[src/rtl/filter_pkg.sv]
package filter_pkg;

    // ------------------------------------------------------------------
    // Packet geometry and pipeline depth
    // ------------------------------------------------------------------
    localparam int num_fields    = 4;
    localparam int field_width   = 32;
    localparam int pipe_latency  = 4;

    // Wishbone register port
    localparam int wb_data_width = 32;
    localparam int wb_adr_width  = 2;

    localparam logic [wb_adr_width-1:0] reg_ctrl       = 2'd0;
    localparam logic [wb_adr_width-1:0] reg_const      = 2'd1;
    localparam logic [wb_adr_width-1:0] reg_pass_count = 2'd2;
    localparam logic [wb_adr_width-1:0] reg_drop_count = 2'd3;

    // One packet, field 0 in the low word
    typedef logic [num_fields-1:0][field_width-1:0] engine_fields_t;

    // Codes 5 to 15 are undefined and keep the packet as is
    typedef enum logic [3:0] {
        filter_nop    = 4'd0,
        filter_gt     = 4'd1,
        filter_lt     = 4'd2,
        filter_eq     = 4'd3,
        filter_not_eq = 4'd4
    } filter_op_t;

    // Ctrl register layout, operation in bits 3:0
    // ops_mask[i] is row i, bits 4i+3 down to 4i of the row block
    typedef struct packed {
        logic [3:0]                            reserved;
        logic [num_fields-1:0][num_fields-1:0] ops_mask;
        logic [num_fields-1:0]                 const_mask;
        logic [num_fields-1:0]                 filter_mask;
        filter_op_t                            operation;
    } cfg_ctrl_t;

    // Same Wishbone word seen as ctrl fields or as a plain value
    typedef union packed {
        cfg_ctrl_t                ctrl;
        logic [wb_data_width-1:0] raw;
    } cfg_word_u;

endpackage

[src/rtl/filter_cfg_if.sv]
interface filter_cfg_if;

    filter_pkg::filter_op_t                                      operation;
    logic [filter_pkg::num_fields-1:0]                           filter_mask;
    logic [filter_pkg::num_fields-1:0]                           const_mask;
    // Row i picks the source field of operand i
    logic [filter_pkg::num_fields-1:0][filter_pkg::num_fields-1:0] ops_mask;
    logic [filter_pkg::field_width-1:0]                          const_value;

    modport decode (
        output operation,
        output filter_mask,
        output const_mask,
        output ops_mask,
        output const_value
    );

    modport execute (
        input  operation,
        input  filter_mask,
        input  const_mask,
        input  ops_mask,
        input  const_value
    );

endinterface

[src/rtl/filter_cfg_decode.sv]
module filter_cfg_decode (
    input  logic                                 ap_clk,
    input  logic                                 rst_n,
    input  logic                                 wb_cyc,
    input  logic                                 wb_stb,
    input  logic                                 wb_we,
    input  logic [filter_pkg::wb_adr_width-1:0]  wb_adr,
    input  logic [filter_pkg::wb_data_width-1:0] wb_dat_w,
    output logic [filter_pkg::wb_data_width-1:0] wb_dat_r,
    output logic                                 wb_ack,
    input  logic [filter_pkg::wb_data_width-1:0] pass_count,
    input  logic [filter_pkg::wb_data_width-1:0] drop_count,
    filter_cfg_if.decode                         cfg
);

    filter_pkg::cfg_word_u               ctrl_reg;
    filter_pkg::cfg_word_u               rd_word;
    logic [filter_pkg::field_width-1:0]  const_reg;
    logic                                wb_start;

    // ------------------------------------------------------------------
    // Wishbone classic handshake
    // ------------------------------------------------------------------

    // New request only while ack is low, so each access is answered once
    assign wb_start = wb_cyc && wb_stb && !wb_ack;

    // Read data select
    always_comb begin
        case (wb_adr)
            filter_pkg::reg_ctrl: begin
                rd_word = ctrl_reg;
            end
            filter_pkg::reg_const: begin
                rd_word.raw = const_reg;
            end
            filter_pkg::reg_pass_count: begin
                rd_word.raw = pass_count;
            end
            filter_pkg::reg_drop_count: begin
                rd_word.raw = drop_count;
            end
            default: begin
                rd_word.raw = '0;
            end
        endcase
    end

    always_ff @(posedge ap_clk or negedge rst_n) begin
        if (!rst_n) begin
            wb_ack       <= 1'b0;
            wb_dat_r     <= '0;
            ctrl_reg.raw <= '0;
            const_reg    <= '0;
        end else begin
            wb_ack <= wb_start;
            if (wb_start) begin
                if (wb_we) begin
                    // Counter addresses are read only
                    case (wb_adr)
                        filter_pkg::reg_ctrl: begin
                            ctrl_reg.raw <= wb_dat_w;
                        end
                        filter_pkg::reg_const: begin
                            const_reg <= wb_dat_w;
                        end
                        default: begin
                        end
                    endcase
                end else begin
                    wb_dat_r <= rd_word.raw;
                end
            end
        end
    end

    // ------------------------------------------------------------------
    // Configuration out to the kernel
    // ------------------------------------------------------------------
    assign cfg.operation   = ctrl_reg.ctrl.operation;
    assign cfg.filter_mask = ctrl_reg.ctrl.filter_mask;
    assign cfg.const_mask  = ctrl_reg.ctrl.const_mask;
    assign cfg.ops_mask    = ctrl_reg.ctrl.ops_mask;
    assign cfg.const_value = const_reg;

endmodule

[src/rtl/filter_cond_kernel.sv]
module filter_cond_kernel (
    input  logic                       ap_clk,
    input  logic                       rst_n,
    input  logic                       in_valid,
    input  filter_pkg::engine_fields_t in_fields,
    filter_cfg_if.execute              cfg,
    output logic                       k_valid,
    output filter_pkg::engine_fields_t k_fields,
    output logic                       k_keep
);

    filter_pkg::engine_fields_t               ops_d;
    filter_pkg::engine_fields_t               org_d;
    filter_pkg::engine_fields_t               ops_q;
    filter_pkg::engine_fields_t               org_q;
    filter_pkg::engine_fields_t               res_q;
    logic [filter_pkg::num_fields-1:0]        cmp_pass;
    logic [filter_pkg::num_fields-1:0]        pass_q;
    logic [filter_pkg::pipe_latency-2:0]      valid_sr;

    // Field at the lowest set bit of the row, own field if the row is empty
    function automatic logic [filter_pkg::field_width-1:0] pick_field(
        input filter_pkg::engine_fields_t        fields,
        input logic [filter_pkg::num_fields-1:0] row,
        input int                                self_idx
    );
        logic [filter_pkg::field_width-1:0] val;
        val = fields[self_idx];
        // Scan high to low so the lowest hit wins
        for (int j = filter_pkg::num_fields - 1; j >= 0; j--) begin
            if (row[j]) begin
                val = fields[j];
            end
        end
        return val;
    endfunction

    // ------------------------------------------------------------------
    // Stage 1: operand and original value select
    // ------------------------------------------------------------------
    always_comb begin
        for (int i = 0; i < filter_pkg::num_fields; i++) begin
            org_d[i] = pick_field(in_fields, cfg.ops_mask[i], i);
            ops_d[i] = cfg.const_mask[i] ? cfg.const_value : org_d[i];
        end
    end

    always_ff @(posedge ap_clk) begin
        ops_q <= ops_d;
        org_q <= org_d;
    end

    // ------------------------------------------------------------------
    // Stage 2: neighbour compare, last field wraps to field 0
    // ------------------------------------------------------------------
    always_comb begin
        logic hit;
        int   nxt;
        for (int i = 0; i < filter_pkg::num_fields; i++) begin
            nxt = (i + 1) % filter_pkg::num_fields;
            case (cfg.operation)
                filter_pkg::filter_gt:     hit = ops_q[i] >  ops_q[nxt];
                filter_pkg::filter_lt:     hit = ops_q[i] <  ops_q[nxt];
                filter_pkg::filter_eq:     hit = ops_q[i] == ops_q[nxt];
                filter_pkg::filter_not_eq: hit = ops_q[i] != ops_q[nxt];
                // NOP and undefined codes always keep
                default:                   hit = 1'b1;
            endcase
            // Unmasked fields never veto
            cmp_pass[i] = hit || !cfg.filter_mask[i];
        end
    end

    always_ff @(posedge ap_clk) begin
        pass_q <= cmp_pass;
        // NOP forwards operands, everything else the original values
        if (cfg.operation == filter_pkg::filter_nop) begin
            res_q <= ops_q;
        end else begin
            res_q <= org_q;
        end
    end

    // ------------------------------------------------------------------
    // Stage 3: verdict reduce
    // ------------------------------------------------------------------
    always_ff @(posedge ap_clk) begin
        k_fields <= res_q;
        k_keep   <= &pass_q;
    end

    // One valid tag per stage
    always_ff @(posedge ap_clk or negedge rst_n) begin
        if (!rst_n) begin
            valid_sr <= '0;
        end else begin
            valid_sr <= {valid_sr[filter_pkg::pipe_latency-3:0], in_valid};
        end
    end

    assign k_valid = valid_sr[filter_pkg::pipe_latency-2];

endmodule

[src/rtl/filter_result_gate.sv]
module filter_result_gate (
    input  logic                                 ap_clk,
    input  logic                                 rst_n,
    input  logic                                 k_valid,
    input  logic                                 k_keep,
    input  filter_pkg::engine_fields_t           k_fields,
    output logic                                 out_valid,
    output filter_pkg::engine_fields_t           out_fields,
    output logic [filter_pkg::wb_data_width-1:0] pass_count,
    output logic [filter_pkg::wb_data_width-1:0] drop_count
);

    logic keep_pkt;
    logic drop_pkt;

    assign keep_pkt = k_valid && k_keep;
    assign drop_pkt = k_valid && !k_keep;

    // Output register, dropped packets leave no trace on the bus
    always_ff @(posedge ap_clk or negedge rst_n) begin
        if (!rst_n) begin
            out_valid  <= 1'b0;
            out_fields <= '0;
        end else begin
            out_valid <= keep_pkt;
            if (keep_pkt) begin
                out_fields <= k_fields;
            end
        end
    end

    // Statistics, wrap on overflow
    always_ff @(posedge ap_clk or negedge rst_n) begin
        if (!rst_n) begin
            pass_count <= '0;
            drop_count <= '0;
        end else begin
            if (keep_pkt) begin
                pass_count <= pass_count + 1'b1;
            end
            if (drop_pkt) begin
                drop_count <= drop_count + 1'b1;
            end
        end
    end

endmodule

[src/rtl/graph_filter_engine.sv]
module graph_filter_engine (
    input  logic                                 ap_clk,
    input  logic                                 rst_n,
    // Wishbone classic slave
    input  logic                                 wb_cyc,
    input  logic                                 wb_stb,
    input  logic                                 wb_we,
    input  logic [filter_pkg::wb_adr_width-1:0]  wb_adr,
    input  logic [filter_pkg::wb_data_width-1:0] wb_dat_w,
    output logic [filter_pkg::wb_data_width-1:0] wb_dat_r,
    output logic                                 wb_ack,
    // Packet stream
    input  logic                                 in_valid,
    input  filter_pkg::engine_fields_t           in_fields,
    output logic                                 out_valid,
    output filter_pkg::engine_fields_t           out_fields
);

    logic                                 k_valid;
    logic                                 k_keep;
    filter_pkg::engine_fields_t           k_fields;
    logic [filter_pkg::wb_data_width-1:0] pass_count;
    logic [filter_pkg::wb_data_width-1:0] drop_count;

    filter_cfg_if u_cfg_if ();

    filter_cfg_decode u_cfg_decode (
        .ap_clk     (ap_clk),
        .rst_n      (rst_n),
        .wb_cyc     (wb_cyc),
        .wb_stb     (wb_stb),
        .wb_we      (wb_we),
        .wb_adr     (wb_adr),
        .wb_dat_w   (wb_dat_w),
        .wb_dat_r   (wb_dat_r),
        .wb_ack     (wb_ack),
        .pass_count (pass_count),
        .drop_count (drop_count),
        .cfg        (u_cfg_if.decode)
    );

    filter_cond_kernel u_cond_kernel (
        .ap_clk    (ap_clk),
        .rst_n     (rst_n),
        .in_valid  (in_valid),
        .in_fields (in_fields),
        .cfg       (u_cfg_if.execute),
        .k_valid   (k_valid),
        .k_fields  (k_fields),
        .k_keep    (k_keep)
    );

    filter_result_gate u_result_gate (
        .ap_clk     (ap_clk),
        .rst_n      (rst_n),
        .k_valid    (k_valid),
        .k_keep     (k_keep),
        .k_fields   (k_fields),
        .out_valid  (out_valid),
        .out_fields (out_fields),
        .pass_count (pass_count),
        .drop_count (drop_count)
    );

endmodule

[config.mk]
export PLATFORM = sky130hd
export DESIGN_NAME = graph_filter_engine
export DESIGN_NICKNAME = d
export VERILOG_FILES = /design/src/rtl/filter_pkg.sv /design/src/rtl/filter_cfg_if.sv /design/src/rtl/filter_cfg_decode.sv /design/src/rtl/filter_cond_kernel.sv /design/src/rtl/filter_result_gate.sv /design/src/rtl/graph_filter_engine.sv
export SDC_FILE = /design/constraint.sdc
export NUM_CORES = 1
export LEC_CHECK = 0
export ABC_AREA = 1
export BUFFER_PORTS_ARGS = -buffer_cell sky130_fd_sc_hd__buf_2
export CAP_MARGIN = 10
export CORE_AREA = 2 2 340 241
export CTS_BUF_LIST = sky130_fd_sc_hd__clkbuf_16
export DETAILED_ROUTE_END_ITERATION = 6
export DIE_AREA = 0 0 342 243
export GPL_TIMING_DRIVEN = 0
export HOLD_SLACK_MARGIN = 0.15
export PLACE_DENSITY = 0.61
export SLEW_MARGIN = 20
export SYNTH_ARGS = -nofsm -noshare
export SYNTH_HDL_FRONTEND = slang
export SYNTH_HIERARCHICAL = 1
export SYNTH_SLANG_ARGS = --single-unit
[constraint.sdc]
create_clock -name ap_clk -period 1.6 [get_ports ap_clk]
set_input_delay 0.32 -clock ap_clk [delete_from_list [all_inputs] [get_ports ap_clk]]
set_output_delay 0.32 -clock ap_clk [all_outputs]
set_load 0.01 [all_outputs]
### After elaboration in Yosys (flattened, before gate mapping)

Index checks and enable logic that the tools add are counted.

* output and inout bits: 162
* bits of input ports: 168
* register bits: 810
* word-level logic and storage cells: 101

* bitwise logic cells: 1
* add/sub/neg operators: 2
* reductions and logical operators: 20
* order comparisons: 8
* eq/ne operators: 15
* muxes and demuxes: 25

Operators by type and width (count)
* two-way mux 32 bit: 19
* equality test 32 bit: 4
* greater-than comparator 32 bit: 4
* less-than comparator 32 bit: 4
* two-way mux 128 bit: 1
* inequality test 32 bit: 4
* case mux 32 bit (4 select lines): 1
* adder 32 x 1 -> 32 bit (second input constant): 2
* case mux 1 bit (4 select lines): 4
* equality test 4 x 2 -> 1 bit (second input constant): 2
* logical NOT 1 bit: 6
* AND reduction 3 bit: 2
* equality test 2 bit (second input constant): 2
* equality test 4 x 1 -> 1 bit (second input constant): 1
* equality test 4 x 3 -> 1 bit (second input constant): 1
* logical AND 1 bit: 4
* logical NOT 4 bit: 1
* logical OR 1 bit: 4
* AND reduction 4 bit: 1
* equality test 2 x 1 -> 1 bit (second input constant): 1
* logical NOT 2 bit: 1
* AND reduction 2 bit: 1
* NOT 1 bit: 1

### Longest topological paths before layout

* word-level depth: 5
* depth in mapped cells: 15
* mapped depth without buffers: 15

### Modules after synthesis

The synthesis kept the hierarchy.

By module, submodules not included
* filter_cond_kernel: cells each 2596, times used 1, area an instance 21610.7 µm², seq. area each 10425.0 µm²
* filter_result_gate: cells each 995, times used 1, area an instance 8403.1 µm², seq. area each 4829.6 µm²
* filter_cfg_decode: cells each 623, times used 1, area an instance 4837.1 µm², seq. area each 2427.3 µm²

### Worst setup path after synthesis

Ideal clock, no wire load.

* path kind: register -> register
* start: register u_cond_kernel/ops_q[63] in the netlist's numbering
* end: register u_cond_kernel/pass_q[0] in the netlist's numbering
* buffers on the path: 0
* slack: 0.085 ns
* setup time: 0.120 ns
* stages on the path, launching flop included: 10
* arrival time: 1.395 ns
* clock period less this slack: 1.515 ns
* required time: 1.480 ns
* path through: dfxtp_1 -> inv_1 -> ha_1 -> nand2_1 -> nor2_1 -> nand2_1 -> nor3b_2 -> a21boi_0 -> nor2_1 -> nand3_1

* cells in the longest elaborated chain, start to end: 3
* elaborated cells between the ends (all ways): 6
* those cells by class: 2 x order compare; 2 x eq/ne; 1 x mux; 1 x reduce/logical

RTL lines
* start: declaration: RTL line filter_cond_kernel.sv:14 `filter_pkg::engine_fields_t ops_q;`
* start signal: assignment: RTL line filter_cond_kernel.sv:49 `ops_q <= ops_d;`
* less-than comparator 32 bit (tied with other cells): RTL line filter_cond_kernel.sv:63 `filter_pkg::filter_lt: hit = ops_q[i] < ops_q[nxt];`
* case mux 1 bit (4 select lines) (*): RTL line filter_cond_kernel.sv:61 `case (cfg.operation)`
* logical OR 1 bit (*): RTL line filter_cond_kernel.sv:70 `cmp_pass[i] = hit || !cfg.filter_mask[i];`
* net u_cond_kernel.cmp_pass (one bit): RTL line filter_cond_kernel.sv:17 `logic [filter_pkg::num_fields-1:0] cmp_pass;`
* end signal: assignment: RTL line filter_cond_kernel.sv:75 `pass_q <= cmp_pass;`
* end: declaration: RTL line filter_cond_kernel.sv:18 `logic [filter_pkg::num_fields-1:0] pass_q;`

Mark *: on every way through the listed nets, which the timed path passes. The rest lies on a longest branch.
A chain may end at the register's enable or synchronous reset.

### Worst setup path after layout

* start: register u_cond_kernel/ops_q[81] in the netlist's numbering
* end: register u_cond_kernel/pass_q[1] in the netlist's numbering

Same word-level chain as after synthesis.

==> out/summary.txt <==
Outcome -> finished with violations
Violated checks -> setup timing
TritonCTS buffer count -> 81
R2R cell count -> 7
DIE AREA -> 83100 um2
Max Slew Vio Count -> 0
Final setup fails -> 177
Cell Count, Final, Fillers Out -> 6038
Area grow syn2layout -> 35.1%
Final WL -> 139 mm
Met1 wire length -> 59.8 mm
Crit path kind -> reg2reg
Tightest Pin Transition -> 0.632 ns
Max Fclk -> 532 MHz
Final Hold Vio Count -> 0
Arr. time, crit path -> 2.41 ns
Longest Clk Path Bufs -> 3
TNS Setup -> -8.66 ns
Cells after synthesis -> 4213
Hold EP -> u_cfg_decode/wb_dat_r[19]$_DFFE_PN0P_
Antenna-violating nets left -> 0
HP Start -> wb_adr[1]
TritonCTS Sinks -> 810
Hold path depth -> 5
Gr ovfl total -> 0
PortBufs -> 328
Vias post-DR -> 32514
CTS H-tree lvls -> 3
Final Skew -> 0.0257 ns
1st-iter DRT viols -> 3695
DR WL met2 -> 58.4 mm
Nets -> 5194
Worst-path clk slew -> 0.06 ns
Pwr dens -> 1860 nW/um2
Initial antenna violation count -> 6
Synthesized cell area -> 34800 um2
Initial Utilization -> 43.6%
Metal3 WL -> 14.9 mm
Worst Setup End Kind -> register
Highest Signal Layer -> met5
Worst path required time -> 2.13 ns
R2R Path End -> u_cond_kernel/pass_q[1]$_DFF_P_
Leakage power total -> 22.9 nW
Fraction of layout cells with a size suffix above 1 -> 27.4%
Placed cells -> 5612
Core area -> 79900 um2
Tot GR Track Use -> 31.2%
Mean Syn Cell Area -> 8.27 um2
DR pass1 iterations -> 7
Maximum vdd ir drop -> 0.00103 V
RSZ-0062 raised after global routing -> true
Ys Warns -> 6
Placer Congestion -> 0.977
Final min period -> 1.88 ns
# IOs -> 330
Die H -> 243 um
Worst-Skew Late Latency -> 0.67 ns
FF-to-FF Start -> u_cond_kernel/ops_q[81]$_DFF_P_
Largest net degree at the start of global routing -> 97
Dpl hpwl -> 97.4 mm
Worst setup SP type -> register
Setup slack, reg-to-reg -> -0.28 ns
First-pass GRT wire length -> 193 mm
Max Cap Viol -> 0
Final period util -> 118%
Std cell rows -> 87
Syn_nets -> 4511
TritonCTS clock tree -> yes
Die W -> 342 um
Final WS setup -> -0.281 ns
Slew HR -> 57.9%
Root Buffer -> clkbuf_16
Crit Path Max Fanout -> 4
Residual DRC count -> 0
Vias in the first global route -> 30208
Hold Crit Class -> in2reg
Avg Vias per Cell -> 5.38
Setup WS pre-CTS -> -0.729 ns
Routed length per placed instance -> 23.0 um
## metrics by stage
stage | hold slack, ns | cell area (um2) | power [mW] | utilization (%)
detailed placement | 0.192 | 37900 | 57.6 | 47.5
global route | 0.205 | 47100 | 91.9 | 58.9
CTS | 0.153 | 43900 | 81.1 | 55.0
finish | 0.184 | 47100 | 87.8 | 58.9
floorplan | 0.0244 | 34800 | 46.5 | -
global placement | 0.311 | 37800 | 57.2 | 47.3
## worst max-delay path, cell delays in order, from the launching register on
cell	delay, ns
dfxtp_4	0.37
inv_1	0.06
ha_1	0.29
nand4_1	0.26
nor3b_4	0.43
a21boi_1	0.12
nor2_1	0.11
nand3_1	0.11
## cells in the final DEF, fill, tap and decap left out, types with 33 or more instances in the layout
| master | n |
|---|---|
| inv_1 | 411 |
| o211ai_2 | 38 |
| ha_1 | 114 |
| buf_2 | 361 |
| o21ai_2 | 133 |
| clkbuf_16 | 117 |
| nand2_2 | 76 |
| nor2_1 | 171 |
| dlygate4sd3_1 | 163 |
| o211ai_1 | 41 |
| buf_12 | 48 |
| o21ai_0 | 115 |
| nand3_1 | 111 |
| buf_4 | 111 |
| o21ai_1 | 279 |
| nand2_4 | 52 |
| a21oi_1 | 108 |
| o21bai_1 | 33 |
| nand2_1 | 1164 |
| dfxtp_1 | 480 |
| dfrtp_1 | 270 |
| buf_6 | 38 |
## layout make-up
| cell class | instances | area (um2) |
|---|---|---|
| buffer | 224 | 2220 |
| clock buffer | 82 | 2050 |
| sequential | 810 | 17800 |
| multi-input combinational | 2748 | 16400 |
| antenna | 6 | 15.0 |
| fill | 7114 | 32800 |
| inverter | 425 | 1630 |
| clock inverter | 69 | 723 |
| timing repair buffer | 606 | 4920 |
| tap | 1068 | 1340 |
## worst max-delay path by stage
stage                                                     from                                        to  slack [ns]  depth (start not counted)
final                          u_cond_kernel/ops_q[81]$_DFF_P_           u_cond_kernel/pass_q[1]$_DFF_P_       -0.28                          7
after global routing           u_cond_kernel/ops_q[82]$_DFF_P_           u_cond_kernel/pass_q[1]$_DFF_P_       -0.28                          7
after detailed placement  u_cfg_decode/ctrl_reg[0]$_DFFE_PN0P_           u_cond_kernel/res_q[20]$_DFF_P_       -0.73                          6
after CTS                      u_cond_kernel/ops_q[91]$_DFF_P_           u_cond_kernel/pass_q[1]$_DFF_P_       -0.19                          9
after global placement                                   rst_n  u_result_gate/out_fields[90]$_DFFE_PN0P_       -5.70                          1
after floorplan                u_cond_kernel/ops_q[63]$_DFF_P_           u_cond_kernel/pass_q[0]$_DFF_P_        0.08                          9
## routing by layer
metal / track usage [%] / vias up
met5: 0 / -
met4: 11.6 / 8
met2: 45.8 / 1739
met3: 7.39 / 343
li1: - / 14994
met1: 44.3 / 15430
## power breakdown
part	switching [mW]	internal [mW]
Clock	8.64	11.4
Sequential	4.21	28.3
Combinational	21.4	13.8
Total	34.2	53.5
## what timing repair did
| item | 4_1_cts | 5_1_grt |
|---|---|---|
| setup buffers | 26 | 54 |
| resized for setup | 551 | 599 |
| setup endpoints to repair | 538 | 303 |
| cloned | 0 | 34 |
| hold buffers | 164 | 0 |
| hold endpoints to repair | 461 | 0 |
| pin swaps | 53 | 102 |
Power figures use the tool's default switching activity.
